## src/source/uart_pkg.sv

```systemverilog
package uart_pkg;

    // Defaults for the top level parameters
    localparam int DEF_ADDR_WIDTH = 32;
    localparam int DEF_DATA_WIDTH = 32;

    localparam int LEN_WIDTH = 4;  // Data length field in CR

    // Register word index, address bits above the byte lane
    typedef enum logic [11:0] {
        DR  = 12'd0,
        CR  = 12'd1,
        SR  = 12'd2,
        BRR = 12'd3,
        IER = 12'd4
    } reg_index_e;

    // Frame position, same walk for transmitter and receiver
    typedef enum logic [2:0] {
        IDLE,
        START,
        DATA,
        PARITY,
        STOP
    } line_state_e;

    // CR bit positions
    localparam int CR_ENABLE  = 0;
    localparam int CR_TX_EN   = 1;
    localparam int CR_RX_EN   = 2;
    localparam int CR_PAR_EN  = 3;
    localparam int CR_PAR_ODD = 4;
    localparam int CR_STOP2   = 5;
    localparam int CR_LEN_LSB = 8;   // Field runs 8 to 11

endpackage

```

## src/source/uart_cfg_if.sv

```systemverilog
`timescale 1ns/1ns

interface uart_cfg_if #(
    parameter int DATA_WIDTH = uart_pkg::DEF_DATA_WIDTH
);
    logic                           parity_control;  // Parity bit present
    logic                           parity_select;   // Odd parity when set
    logic                           stop_bits;       // Two stop bits when set
    logic [uart_pkg::LEN_WIDTH-1:0] data_length;     // Data bits per frame
    logic [DATA_WIDTH-1:0]          baud_rate;       // Bit time minus one

    modport source (
        output parity_control, parity_select, stop_bits, data_length, baud_rate
    );

    modport sink (
        input parity_control, parity_select, stop_bits, data_length, baud_rate
    );

endinterface

```

## src/source/uart_regs.sv

```systemverilog
`timescale 1ns/1ns

module uart_regs #(
    parameter int ADDR_WIDTH = uart_pkg::DEF_ADDR_WIDTH,
    parameter int DATA_WIDTH = uart_pkg::DEF_DATA_WIDTH
) (
    input  logic                    seq,
    input  logic                    reset,
    input  logic [ADDR_WIDTH-1:0]   paddr,
    input  logic                    psel,
    input  logic                    penable,
    input  logic                    pwrite,
    input  logic [DATA_WIDTH-1:0]   pwdata,
    input  logic [DATA_WIDTH/8-1:0] pstrb,
    output logic                    pready,
    output logic [DATA_WIDTH-1:0]   prdata,
    output logic                    pslverr,
    input  logic                    pause_req,
    output logic                    pause_ack,
    output logic                    irq,
    uart_cfg_if.source              cfg,
    output logic [DATA_WIDTH-1:0]   tx_data,
    output logic                    tx_valid,
    input  logic                    tx_ready,
    input  logic [DATA_WIDTH-1:0]   rx_data,
    input  logic                    rx_valid,
    output logic                    rx_ready,
    output logic                    tx_pause_req,
    output logic                    rx_pause_req,
    input  logic                    tx_pause_ack,
    input  logic                    rx_pause_ack
);

    localparam int ADDR_LSB = $clog2(DATA_WIDTH / 8);

    logic [ADDR_WIDTH-ADDR_LSB-1:0] index;
    logic [DATA_WIDTH-1:0] mask;
    logic [DATA_WIDTH-1:0] cr;
    logic [DATA_WIDTH-1:0] brr;
    logic [DATA_WIDTH-1:0] ier;
    logic [DATA_WIDTH-1:0] status;
    logic [DATA_WIDTH-1:0] new_cr;
    logic [DATA_WIDTH-1:0] tx_buf;
    logic [DATA_WIDTH-1:0] rx_buf;
    logic tx_empty;
    logic rx_full;
    logic cfg_hold;        // Engines parked for a CR update or while disabled
    logic ext_hold;        // External pause in force
    logic engines_parked;
    logic access;          // Setup seen, no response given yet
    logic live_change;

    always_comb begin
        index = paddr[ADDR_WIDTH-1:ADDR_LSB];
        for (int i = 0; i < DATA_WIDTH / 8; i++) begin
            mask[i*8 +: 8] = {8{pstrb[i]}};
        end
        new_cr = (pwdata & mask) | (cr & ~mask);

        // Touches the line while running, engines must stop first
        live_change = (new_cr != cr) &&
                      (new_cr[uart_pkg::CR_ENABLE] || cr[uart_pkg::CR_ENABLE]);

        status    = '0;
        status[0] = tx_empty;
        status[1] = rx_full;
    end

    assign cfg.parity_control = cr[uart_pkg::CR_PAR_EN];
    assign cfg.parity_select  = cr[uart_pkg::CR_PAR_ODD];
    assign cfg.stop_bits      = cr[uart_pkg::CR_STOP2];
    assign cfg.data_length    = cr[uart_pkg::CR_LEN_LSB +: uart_pkg::LEN_WIDTH];
    assign cfg.baud_rate      = brr;

    assign tx_data  = tx_buf;
    assign tx_valid = !tx_empty;
    assign rx_ready = !rx_full;

    assign tx_pause_req   = cfg_hold || ext_hold;
    assign rx_pause_req   = cfg_hold || ext_hold;
    assign engines_parked = tx_pause_ack && rx_pause_ack;
    assign access         = psel && !pready;

    assign irq = cr[uart_pkg::CR_ENABLE] && !ext_hold && !pause_ack &&
                 ((tx_empty && ier[0]) || (rx_full && ier[1]));

    always_ff @(posedge seq) begin
        if (reset) begin
            cr        <= '0;
            brr       <= '0;
            ier       <= '0;
            tx_empty  <= 1'b1;
            rx_full   <= 1'b0;
            cfg_hold  <= 1'b1;   // Parked until the first CR write
            ext_hold  <= 1'b0;
            pause_ack <= 1'b0;
            pready    <= 1'b0;
            pslverr   <= 1'b0;
            prdata    <= '0;
        end else begin
            if (access && ext_hold) begin
                pready  <= 1'b1;
                pslverr <= 1'b1;
            end else if (access) begin
                pready <= 1'b1;   // CR wait below pulls it back
                case (index)
                    uart_pkg::DR: begin
                        if (pwrite && cr[uart_pkg::CR_ENABLE] && cr[uart_pkg::CR_TX_EN] &&
                            tx_empty) begin
                            tx_buf   <= pwdata;
                            tx_empty <= 1'b0;
                        end else if (!pwrite && cr[uart_pkg::CR_ENABLE] &&
                                     cr[uart_pkg::CR_RX_EN] && rx_full) begin
                            prdata  <= rx_buf;
                            rx_full <= 1'b0;
                        end else begin
                            pslverr <= 1'b1;
                        end
                    end
                    uart_pkg::CR: begin
                        if (!pwrite) begin
                            prdata <= cr;
                        end else if (live_change && !(cfg_hold && engines_parked)) begin
                            cfg_hold <= 1'b1;   // Wait for both engines
                            pready   <= 1'b0;
                        end else begin
                            cr       <= new_cr;
                            cfg_hold <= !new_cr[uart_pkg::CR_ENABLE];
                        end
                    end
                    uart_pkg::SR: begin
                        if (pwrite) begin
                            pslverr <= 1'b1;   // Read only
                        end else begin
                            prdata <= status;
                        end
                    end
                    uart_pkg::BRR: begin
                        if (pwrite) begin
                            brr <= (pwdata & mask) | (brr & ~mask);
                        end else begin
                            prdata <= brr;
                        end
                    end
                    uart_pkg::IER: begin
                        if (pwrite) begin
                            ier <= (pwdata & mask) | (ier & ~mask);
                        end else begin
                            prdata <= ier;
                        end
                    end
                    default: pslverr <= 1'b1;
                endcase
            end else if (psel && penable && pready) begin
                pready  <= 1'b0;
                pslverr <= 1'b0;
                prdata  <= '0;
            end

            // External pause, taken between APB transfers only
            if (pause_req && !ext_hold && !pause_ack && !access) begin
                ext_hold <= 1'b1;
            end else if (!pause_req) begin
                ext_hold <= 1'b0;
            end

            if (pause_req && ext_hold && engines_parked) begin
                pause_ack <= 1'b1;
            end else if (!pause_req && !ext_hold &&
                         (cfg_hold || (!tx_pause_ack && !rx_pause_ack))) begin
                pause_ack <= 1'b0;   // Engines back to their own state
            end

            // Engine handshakes never collide with the APB side above
            if (tx_valid && tx_ready) begin
                tx_empty <= 1'b1;
            end
            if (rx_valid && rx_ready) begin
                rx_buf  <= rx_data;
                rx_full <= 1'b1;
            end
        end
    end

endmodule

```

## src/source/uart_tx.sv

```systemverilog
`timescale 1ns/1ns

module uart_tx #(
    parameter int DATA_WIDTH = uart_pkg::DEF_DATA_WIDTH
) (
    input  logic                  seq,
    input  logic                  reset,
    uart_cfg_if.sink              cfg,
    input  logic [DATA_WIDTH-1:0] tx_data,
    input  logic                  tx_valid,
    output logic                  tx_ready,
    input  logic                  pause_req,
    output logic                  pause_ack,
    output logic                  tx
);

    uart_pkg::line_state_e state;

    logic [DATA_WIDTH-1:0] baud_cnt;
    logic [3:0]            bit_cnt;
    logic [DATA_WIDTH-1:0] shreg;
    logic                  par_bit;
    logic [DATA_WIDTH-1:0] len_mask;
    logic                  bit_done;

    assign len_mask = ~({DATA_WIDTH{1'b1}} << cfg.data_length);
    assign bit_done = (baud_cnt == cfg.baud_rate);
    assign tx_ready = (state == uart_pkg::IDLE) && !pause_req && !pause_ack;

    always_comb begin
        case (state)
            uart_pkg::START:  tx = 1'b0;
            uart_pkg::DATA:   tx = shreg[0];   // LSB first
            uart_pkg::PARITY: tx = par_bit;
            default:          tx = 1'b1;       // Idle and stop bits
        endcase
    end

    always_ff @(posedge seq) begin
        if (reset) begin
            state     <= uart_pkg::IDLE;
            baud_cnt  <= '0;
            bit_cnt   <= '0;
            pause_ack <= 1'b0;
        end else begin
            if (!pause_req) begin
                pause_ack <= 1'b0;
            end else if (state == uart_pkg::IDLE) begin
                pause_ack <= 1'b1;
            end

            if (state == uart_pkg::IDLE) begin
                baud_cnt <= '0;
                bit_cnt  <= '0;
                if (tx_valid && tx_ready) begin
                    shreg   <= tx_data;
                    par_bit <= (^(tx_data & len_mask)) ^ cfg.parity_select;
                    state   <= uart_pkg::START;
                end
            end else if (!bit_done) begin
                baud_cnt <= baud_cnt + 1'b1;
            end else begin
                baud_cnt <= '0;
                case (state)
                    uart_pkg::START: state <= uart_pkg::DATA;
                    uart_pkg::DATA: begin
                        shreg <= shreg >> 1;
                        if (bit_cnt == cfg.data_length - 4'd1) begin
                            bit_cnt <= '0;
                            state   <= cfg.parity_control ? uart_pkg::PARITY : uart_pkg::STOP;
                        end else begin
                            bit_cnt <= bit_cnt + 4'd1;
                        end
                    end
                    uart_pkg::PARITY: state <= uart_pkg::STOP;
                    default: begin
                        if (cfg.stop_bits && bit_cnt == 4'd0) begin
                            bit_cnt <= 4'd1;   // Second stop bit
                        end else begin
                            state <= uart_pkg::IDLE;
                        end
                    end
                endcase
            end
        end
    end

endmodule

```

## src/source/uart_rx.sv

```systemverilog
`timescale 1ns/1ns

module uart_rx #(
    parameter int DATA_WIDTH = uart_pkg::DEF_DATA_WIDTH
) (
    input  logic                  seq,
    input  logic                  reset,
    uart_cfg_if.sink              cfg,
    input  logic                  rx,
    output logic [DATA_WIDTH-1:0] rx_data,
    output logic                  rx_valid,
    input  logic                  rx_ready,
    input  logic                  pause_req,
    output logic                  pause_ack
);

    uart_pkg::line_state_e state;

    logic                  rx_meta;
    logic                  rx_sync;
    logic                  rx_prev;
    logic [DATA_WIDTH-1:0] baud_cnt;
    logic [3:0]            bit_cnt;
    logic [DATA_WIDTH-1:0] shreg;
    logic                  par_acc;
    logic                  frame_ok;
    logic                  sample;

    // Half a bit into the start bit, then once per bit
    assign sample = (state == uart_pkg::START) ? (baud_cnt == (cfg.baud_rate >> 1))
                                               : (baud_cnt == cfg.baud_rate);

    always_ff @(posedge seq) begin
        if (reset) begin
            rx_meta   <= 1'b1;
            rx_sync   <= 1'b1;
            rx_prev   <= 1'b1;
            state     <= uart_pkg::IDLE;
            baud_cnt  <= '0;
            bit_cnt   <= '0;
            rx_valid  <= 1'b0;
            pause_ack <= 1'b0;
        end else begin
            rx_meta <= rx;
            rx_sync <= rx_meta;
            rx_prev <= rx_sync;

            if (!pause_req) begin
                pause_ack <= 1'b0;
            end else if (state == uart_pkg::IDLE) begin
                pause_ack <= 1'b1;
            end

            if (rx_valid && rx_ready) begin
                rx_valid <= 1'b0;
            end

            if (state == uart_pkg::IDLE) begin
                baud_cnt <= '0;
                bit_cnt  <= '0;
                if (rx_prev && !rx_sync && !pause_req && !pause_ack) begin
                    shreg    <= '0;
                    par_acc  <= 1'b0;
                    frame_ok <= 1'b1;
                    state    <= uart_pkg::START;
                end
            end else if (!sample) begin
                baud_cnt <= baud_cnt + 1'b1;
            end else begin
                baud_cnt <= '0;
                case (state)
                    uart_pkg::START: begin
                        // Glitch if the line is already back high
                        state <= rx_sync ? uart_pkg::IDLE : uart_pkg::DATA;
                    end
                    uart_pkg::DATA: begin
                        shreg[bit_cnt] <= rx_sync;
                        par_acc        <= par_acc ^ rx_sync;
                        if (bit_cnt == cfg.data_length - 4'd1) begin
                            bit_cnt <= '0;
                            state   <= cfg.parity_control ? uart_pkg::PARITY : uart_pkg::STOP;
                        end else begin
                            bit_cnt <= bit_cnt + 4'd1;
                        end
                    end
                    uart_pkg::PARITY: begin
                        if (par_acc ^ rx_sync ^ cfg.parity_select) begin
                            frame_ok <= 1'b0;
                        end
                        state <= uart_pkg::STOP;
                    end
                    default: begin
                        if (cfg.stop_bits && bit_cnt == 4'd0) begin
                            bit_cnt  <= 4'd1;
                            frame_ok <= frame_ok && rx_sync;
                        end else begin
                            state <= uart_pkg::IDLE;
                            // Bad frame, or previous word still waiting
                            if (frame_ok && rx_sync && !rx_valid) begin
                                rx_data  <= shreg;
                                rx_valid <= 1'b1;
                            end
                        end
                    end
                endcase
            end
        end
    end

endmodule

```

## src/source/uart_periph.sv

```systemverilog
`timescale 1ns/1ns

module uart_periph #(
    parameter int ADDR_WIDTH = uart_pkg::DEF_ADDR_WIDTH,
    parameter int DATA_WIDTH = uart_pkg::DEF_DATA_WIDTH
) (
    input  logic                    seq,
    input  logic                    reset,
    input  logic [ADDR_WIDTH-1:0]   paddr,
    input  logic                    psel,
    input  logic                    penable,
    input  logic                    pwrite,
    input  logic [DATA_WIDTH-1:0]   pwdata,
    input  logic [DATA_WIDTH/8-1:0] pstrb,
    output logic                    pready,
    output logic [DATA_WIDTH-1:0]   prdata,
    output logic                    pslverr,
    input  logic                    pause_req,
    output logic                    pause_ack,
    output logic                    irq,
    output logic                    tx,
    input  logic                    rx
);

    logic [DATA_WIDTH-1:0] tx_data;
    logic                  tx_valid;
    logic                  tx_ready;
    logic [DATA_WIDTH-1:0] rx_data;
    logic                  rx_valid;
    logic                  rx_ready;
    logic                  tx_pause_req;
    logic                  tx_pause_ack;
    logic                  rx_pause_req;
    logic                  rx_pause_ack;

    uart_cfg_if #(.DATA_WIDTH(DATA_WIDTH)) cfg ();

    uart_regs #(
        .ADDR_WIDTH (ADDR_WIDTH),
        .DATA_WIDTH (DATA_WIDTH)
    ) regs0 (
        .seq          (seq),
        .reset        (reset),
        .paddr        (paddr),
        .psel         (psel),
        .penable      (penable),
        .pwrite       (pwrite),
        .pwdata       (pwdata),
        .pstrb        (pstrb),
        .pready       (pready),
        .prdata       (prdata),
        .pslverr      (pslverr),
        .pause_req    (pause_req),
        .pause_ack    (pause_ack),
        .irq          (irq),
        .cfg          (cfg.source),
        .tx_data      (tx_data),
        .tx_valid     (tx_valid),
        .tx_ready     (tx_ready),
        .rx_data      (rx_data),
        .rx_valid     (rx_valid),
        .rx_ready     (rx_ready),
        .tx_pause_req (tx_pause_req),
        .rx_pause_req (rx_pause_req),
        .tx_pause_ack (tx_pause_ack),
        .rx_pause_ack (rx_pause_ack)
    );

    uart_tx #(.DATA_WIDTH(DATA_WIDTH)) tx0 (
        .seq       (seq),
        .reset     (reset),
        .cfg       (cfg.sink),
        .tx_data   (tx_data),
        .tx_valid  (tx_valid),
        .tx_ready  (tx_ready),
        .pause_req (tx_pause_req),
        .pause_ack (tx_pause_ack),
        .tx        (tx)
    );

    uart_rx #(.DATA_WIDTH(DATA_WIDTH)) rx0 (
        .seq       (seq),
        .reset     (reset),
        .cfg       (cfg.sink),
        .rx        (rx),
        .rx_data   (rx_data),
        .rx_valid  (rx_valid),
        .rx_ready  (rx_ready),
        .pause_req (rx_pause_req),
        .pause_ack (rx_pause_ack)
    );

endmodule

```

## config.mk

```make
export PLATFORM = sky130hd
export DESIGN_NAME = uart_periph
export DESIGN_NICKNAME = d
export VERILOG_FILES = /design/src/source/uart_pkg.sv /design/src/source/uart_cfg_if.sv /design/src/source/uart_regs.sv /design/src/source/uart_tx.sv /design/src/source/uart_rx.sv /design/src/source/uart_periph.sv
export SDC_FILE = /design/constraint.sdc
export NUM_CORES = 1
export LEC_CHECK = 0
export ABC_AREA = 1
export BUFFER_PORTS_ARGS = -buffer_cell sky130_fd_sc_hd__buf_4
export CORE_MARGIN = 2
export CORE_UTILIZATION = 61
export CTS_CLUSTER_DIAMETER = 150
export DETAILED_ROUTE_END_ITERATION = 6
export PLACE_DENSITY = 0.84
export SETUP_SLACK_MARGIN = 0.02
export SYNTH_ARGS = -nofsm -noshare
export SYNTH_HDL_FRONTEND = slang
export SYNTH_SLANG_ARGS = --single-unit
```

## constraint.sdc

```tcl
create_clock -name seq -period 4.7 [get_ports seq]
set_clock_uncertainty 0.2 [all_clocks]
set_input_delay 0.94 -clock seq [delete_from_list [all_inputs] [get_ports seq]]
set_output_delay 0.94 -clock seq [all_outputs]
set_load 0.01 [all_outputs]
```

Word-level counts from Yosys, hierarchy flattened
Cells that the tools add are included.

Div/mod/pow operators: 0. Reductions and logical operators: 107. Shift-type cells: 1. Bitwise operators: 22. $add $sub $neg: 5. $lt $le $gt $ge: 2. Mux-type cells: 81. Multiply operators: 0. Eq/ne operators: 38.

Operators with widths (count): 32-bit two-way mux (16); 32-bit AND (5); 32-bit one-hot mux with 5 select lines (1); 32-bit OR (3); 32-bit by 1-bit adder with 32-bit output (second input constant) (2); 32-bit equality test (2); 32-bit inverter (2); 30-bit by 2-bit equality test with 1-bit output (second input constant) (2); 1-bit logical AND (39); 1-bit two-way mux (39); 3-bit two-way mux (11); 32-bit bitwise mux (1); 32-bit by 31-bit equality test with 1-bit output (1); 32-bit != test (1); 4-bit AND reduction (8); 32-bit parity (1); 32-bit by 4-bit left shift with 32-bit output (first input constant) (1); 30-bit by 1-bit equality test with 1-bit output (second input constant) (1); 30-bit by 3-bit equality test with 1-bit output (second input constant) (1); 30-bit zero test (1); 2-bit nonzero test (11); 3-bit != test (second input constant) (7); 5-bit AND reduction (4); 3-bit one-hot mux with 3 select lines (2); 33 further kinds (94).

Memories kept: 0. Bits in writable memories: 0. Output and inout port bits: 37. Input port bits: 75. Latch bits: 0. Register bits: 382. ROM bits: 0.

Logic depth before layout (Yosys ltp)
Word-level depth: 11. Depth in mapped cells: 19.

Hierarchy
Synthesis repeated with hierarchy kept, for this count alone.

Cell total of the unflattened synthesis: 2872. Area, all modules: 19825.3 µm².

Modules (own cells, without submodules): uart_regs (area each 9963.3 µm², instances 1, cells each 1417, sequential area each 4624.4 µm²); uart_rx (area each 5429.0 µm², instances 1, cells each 829, sequential area each 1901.8 µm²); uart_tx (area each 4433.0 µm², instances 1, cells each 626, sequential area each 1791.7 µm²).

Worst setup path before layout
Ideal clock, no wire load.

Path kind: input -> register. From: input port paddr[19]. To: register regs0.tx_buf[0], in the netlist regs0.tx_data[0], enable pin. Required time: 4079 ps. Cell stages on the path: 8. Path buffers: 0. Setup slack: 864 ps. Arrival: 3215 ps. Path through: or2_1 nor3_2 nand2_2 nor2_4 inv_2 nor2_4 nand3_1 nor2_1.

Word-level cells in the longest chain between the ends: 2.

Ends and longest elaborated chain: from (decl) (RTL line uart_periph.sv:9) `input logic [ADDR_WIDTH-1:0] paddr,`; 30-bit zero test (RTL line uart_regs.sv:106) `case (index)`; 5-bit AND reduction (no line); to (signal assigned) (RTL line uart_regs.sv:110) `tx_buf <= pwdata;`; to (decl) (RTL line uart_regs.sv:43) `logic [DATA_WIDTH-1:0] tx_buf;`.

No other way between the ends. A chain may end at the register's enable or synchronous reset.

Final worst setup path
From: register rx0.state[0]. To: register rx0.rx_data[8], enable pin.

Word-level cells in the longest chain between the ends: 4.

Ends and longest elaborated chain: from (decl) (RTL line uart_rx.sv:17) `uart_pkg::line_state_e state;`; from (signal assigned) (RTL line uart_rx.sv:38) `state <= uart_pkg::IDLE;`; from (signal assigned) (RTL line uart_rx.sv:65) `state <= uart_pkg::START;`; from (signal assigned) (RTL line uart_rx.sv:74) `state <= rx_sync ? uart_pkg::IDLE : uart_pkg::DATA;`; 3-bit by 2-bit equality test with 1-bit output / 3-bit by 1-bit equality test with 1-bit output (equally long branches) (RTL line uart_rx.sv:71, uart_rx.sv:30); 3-bit OR reduction (no line); 1-bit inverter (no line); 6-bit AND reduction (no line) *; to (signal assigned) (RTL line uart_rx.sv:100) `rx_data <= shreg;`; to (decl) (RTL line uart_rx.sv:10) `output logic [DATA_WIDTH-1:0] rx_data,`.

Mark *: on every way between the ends. The rest lies on a longest branch, timed or not.

==> summary.txt <==
Worst setup path
  – Crit path max-delay family: simple AND/OR/NAND/NOR gates
  – Critical-path cell list: nand3_4 > o21ai_0 > nand2_1 > nand2_1 > nand2_1 > nor2_1 > nand2_1 > nor2_1 > nand2_1 > inv_2 > nand4_1 > inv_1
  – CP endpoint kind: flip-flop
  – Critical Path AT: 3.41 ns
  – Cells on worst reg2reg path: 12
  – WP buf/inv: 2
  – CP startpoint kind: flip-flop
  – Reg2Reg Launch Point: rx0.state[0]
  – Critical Path Fanout Max: 54
  – Most common cell on crit path: nand2_1
  – Critical Setup Path Class: reg2reg
  – Slowest library cell on the worst path: dfxtp_1
  – R2r endpoint: rx0.rx_data[8]
  – CP peak stage delay: 0.50 ns
  – Setup slack, reg-to-reg: 1.25 ns
  – Worst path required time: 4.66 ns

Routing
  – Initial drt markers: 1,811
  – Met1 WL: 19.85 mm
  – WL/cell: 16.92 µm
  – WL met3: 4.835 mm
  – Remaining DRCs: 0
  – Routed wire length: 48.45 mm
  – First-pass DRT Iterations: 6
  – Vias after detailed routing: 16,472
  – Vias per cell: 5.751
  – ANT nets after route: 0
  – Top routing layer used: met4
  – Met2 WL post-DR: 21.58 mm

Floorplan
  – Core area: 27,930 µm²
  – Die area: 29,890 µm²
  – Starting density of the core: 62.30%
  – Die width: 172.9 µm
  – Std cell rows: 61
  – IO Pins: 112
  – Die height: 172.9 µm

Timing
  – Setup ws final: 1.253 ns
  – Max frequency: 290.1 MHz
  – Total negative slack: 0 ns
  – Final setup violating endpoints: 0
  – Tcrit/Tclk final: 73.34%
  – Worst relative slew slack: 21.08%
  – Worst-Margin Slew: 1.179 ns
  – Max-slew violations: 0
  – RSZ-0062 raised after global routing: no
  – Final hold viol count: 0
  – Min Tclk post-route: 3.447 ns

Synth
  – Syn. warnings: 0
  – Fraction of registers with async set/reset: 0%
  – Syn Nets: 2,475
  – Yosys top cell area share: 25.19%
  – Commonest cells post-synth: 605 x nand2_1, 308 x nor2_1, 261 x inv_1
  – Synth cell types: 52
  – Post-synth top area cell: dfxtp_1
  – Yosys reg bits: 334
  – Mapped Cells: 2,387
  – Synthesized cell area: 17,400 µm²
  – Sequential share of the synthesized area: 45.04%
  – Primary FF master, synth: dfxtp_1
  – Avg Cell Area, Syn: 7.290 µm²
  – Synth area leaders: dfxtp_1 25%, edfxtp_1 20%, nand2_1 13%
  – Cell with the most instances after synthesis: nand2_1
  – Post-synth EDFFs: 115

CTS
  – Post-CTS resize count: 0
  – CTS tree: yes
  – Clock sinks: 334
  – Clock-pin transition on the worst setup and hold timing paths: 0.06 ns
  – Hold bufs inserted after CTS: 0
  – Clk_lat worst skew: 0.53 ns
  – Num CTS Buffers: 37
  – H-tree depth: 2
  – Clock buffer depth: 3
  – Postcts setup bufs: 0
  – Root buf cell: clkbuf_16

Outcome
  – Status: finished clean

Cells and area
  – Multi-input gate area: 8098 µm²
  – Number of diodes: 0
  – Share of cells above drive strength 1: 9.654%
  – Filler cells: 2,165
  – Area Growth Syn to Fin: 12.65%
  – Final instance area: 19,600 µm²
  – Final core occ: 70.18%
  – Nets: 2,549
  – Non-Filler Instances: 2,864
  – Reg area: 7838 µm²

Worst hold path
  – HP Class: reg2reg
  – Min-Delay Startpoint: rx0.rx_data[6]
  – Hold Crit Depth: 0
  – Hold Crit Endpoint: regs0.rx_buf[6]

Power and ir drop
  – Pleak: 0.007626 µW
  – Cell area power density: 397.5 nW/µm²
  – VDD IR max: 0.3029 mV

Global route
  – First-pass GRT wire length: 76.52 mm
  – Grt ovf: 0
  – Largest net degree at the start of global routing: 80
  – Initial antenna violation count: 0
  – Vias in the first global route: 15,123
  – Total track usage: 31.41%

Placed design
  – Cell area after placement: 18,380 µm²
  – Pre-CTS WS: 0.8631 ns
  – Port Buf Inserts: 109
  – Placed cell count: 2,800
  – GPL Wtd Cong: 0.9583
  – Detail Placement HPWL: 35.10 mm

Flow run
  – Max Cap Violations: 0
==> worst max path at each step <==
stage                       startpoint                to  slack [ns]  depth (start not counted)
after CTS                 rx0.state[0]  rx0.baud_cnt[27]        1.27                         14
after detailed placement     paddr[17]   regs0.prdata[0]        0.86                         16
after global placement       paddr[15]  regs0.prdata[20]        0.93                         16
after floorplan              paddr[19]  regs0.tx_data[0]        0.86                          8
after global routing      rx0.state[0]       rx0.par_acc         1.0                         15
final                     rx0.state[0]    rx0.rx_data[8]        1.25                         12
==> metrics by stage <==
step / power, µW / hold WS (ns)
after global routing: 8141 / 0.2243
final: 7792 / 0.2180
after detailed placement: 4924 / 0.1954
after CTS: 7790 / 0.2196
after global placement: 4860 / 0.1944
after floorplan: 4501 / 0.1895
==> metal layers <==
| layer | vias to the layer above | global-route usage (%) |
|---|---|---|
| li1 | 7980 | - |
| met1 | 7541 | 42.45 |
| met2 | 814 | 49.65 |
| met3 | 137 | 5.541 |
| met4 | 0 | 13.95 |
| met5 | - | 0 |
==> power breakdown <==
group | switching (µW) | internal, µW | total (µW)
Clock | 1150 | 1750 | 2900
Sequential | 88.7 | 3270 | 3360
Combinational | 1070 | 462 | 1540
==> sequential cells by signal, indices dropped and copies added, names as in the netlist, 32 cells and up <==
name                 count
tx0.shreg               32
regs0.tx_data           32
rx0.baud_cnt            32
regs0.ier               32
regs0.cr                32
tx0.baud_cnt            32
regs0.prdata            32
regs0.cfg.baud_rate     32
==> cells by family after synthesis <==
logic type	Yosys count	share of synthesized area [%]
AOI/OAI and AO/OA	359	11.59
xor gates and xnor gates	51	2.567
adders and majority gates	13	0.9347
buffers and inverters	364	8.520
DFF	334	45.04
and+or+nand+nor	1266	31.35
==> cells in the final DEF, fill, tap and decap left out, drive strengths merged, types with 2 or more instances in the layout <==
master  netlist  layout
nor3         45      45
nor2        325     325
xnor2        19      19
a211oi       63      63
nand2       616     616
a21oi       108     108
o21a          2       2
dfxtp       219     219
nor4         16      16
o22ai         3       3
nand4        45      45
edfxtp      115     115
a311oi        3       3
xor2         32      32
nor3b         7       7
clkbuf       44      55
nand3       184     184
clkinv        4       8
a31oi         3       3
buf          47     126
inv         269     271
o211ai        8       8
bufinv        0       2
o21ai       163     163
ha           13      13
or2          12      12
nand3b       13      13
==> final cells by class <==
| cell class | instances | share of cell area [%] |
|---|---|---|
| Multi-Input combinational cell | 1689 | 41.31 |
| Sequential cell | 334 | 39.98 |
| Clock buffer | 55 | 5.693 |
| Inverter | 273 | 5.253 |
| Timing Repair Buffer | 126 | 4.825 |
| Tap cell | 378 | 2.413 |
| Clock inverter | 9 | 0.5297 |
(Power assumes the default switching activity.)
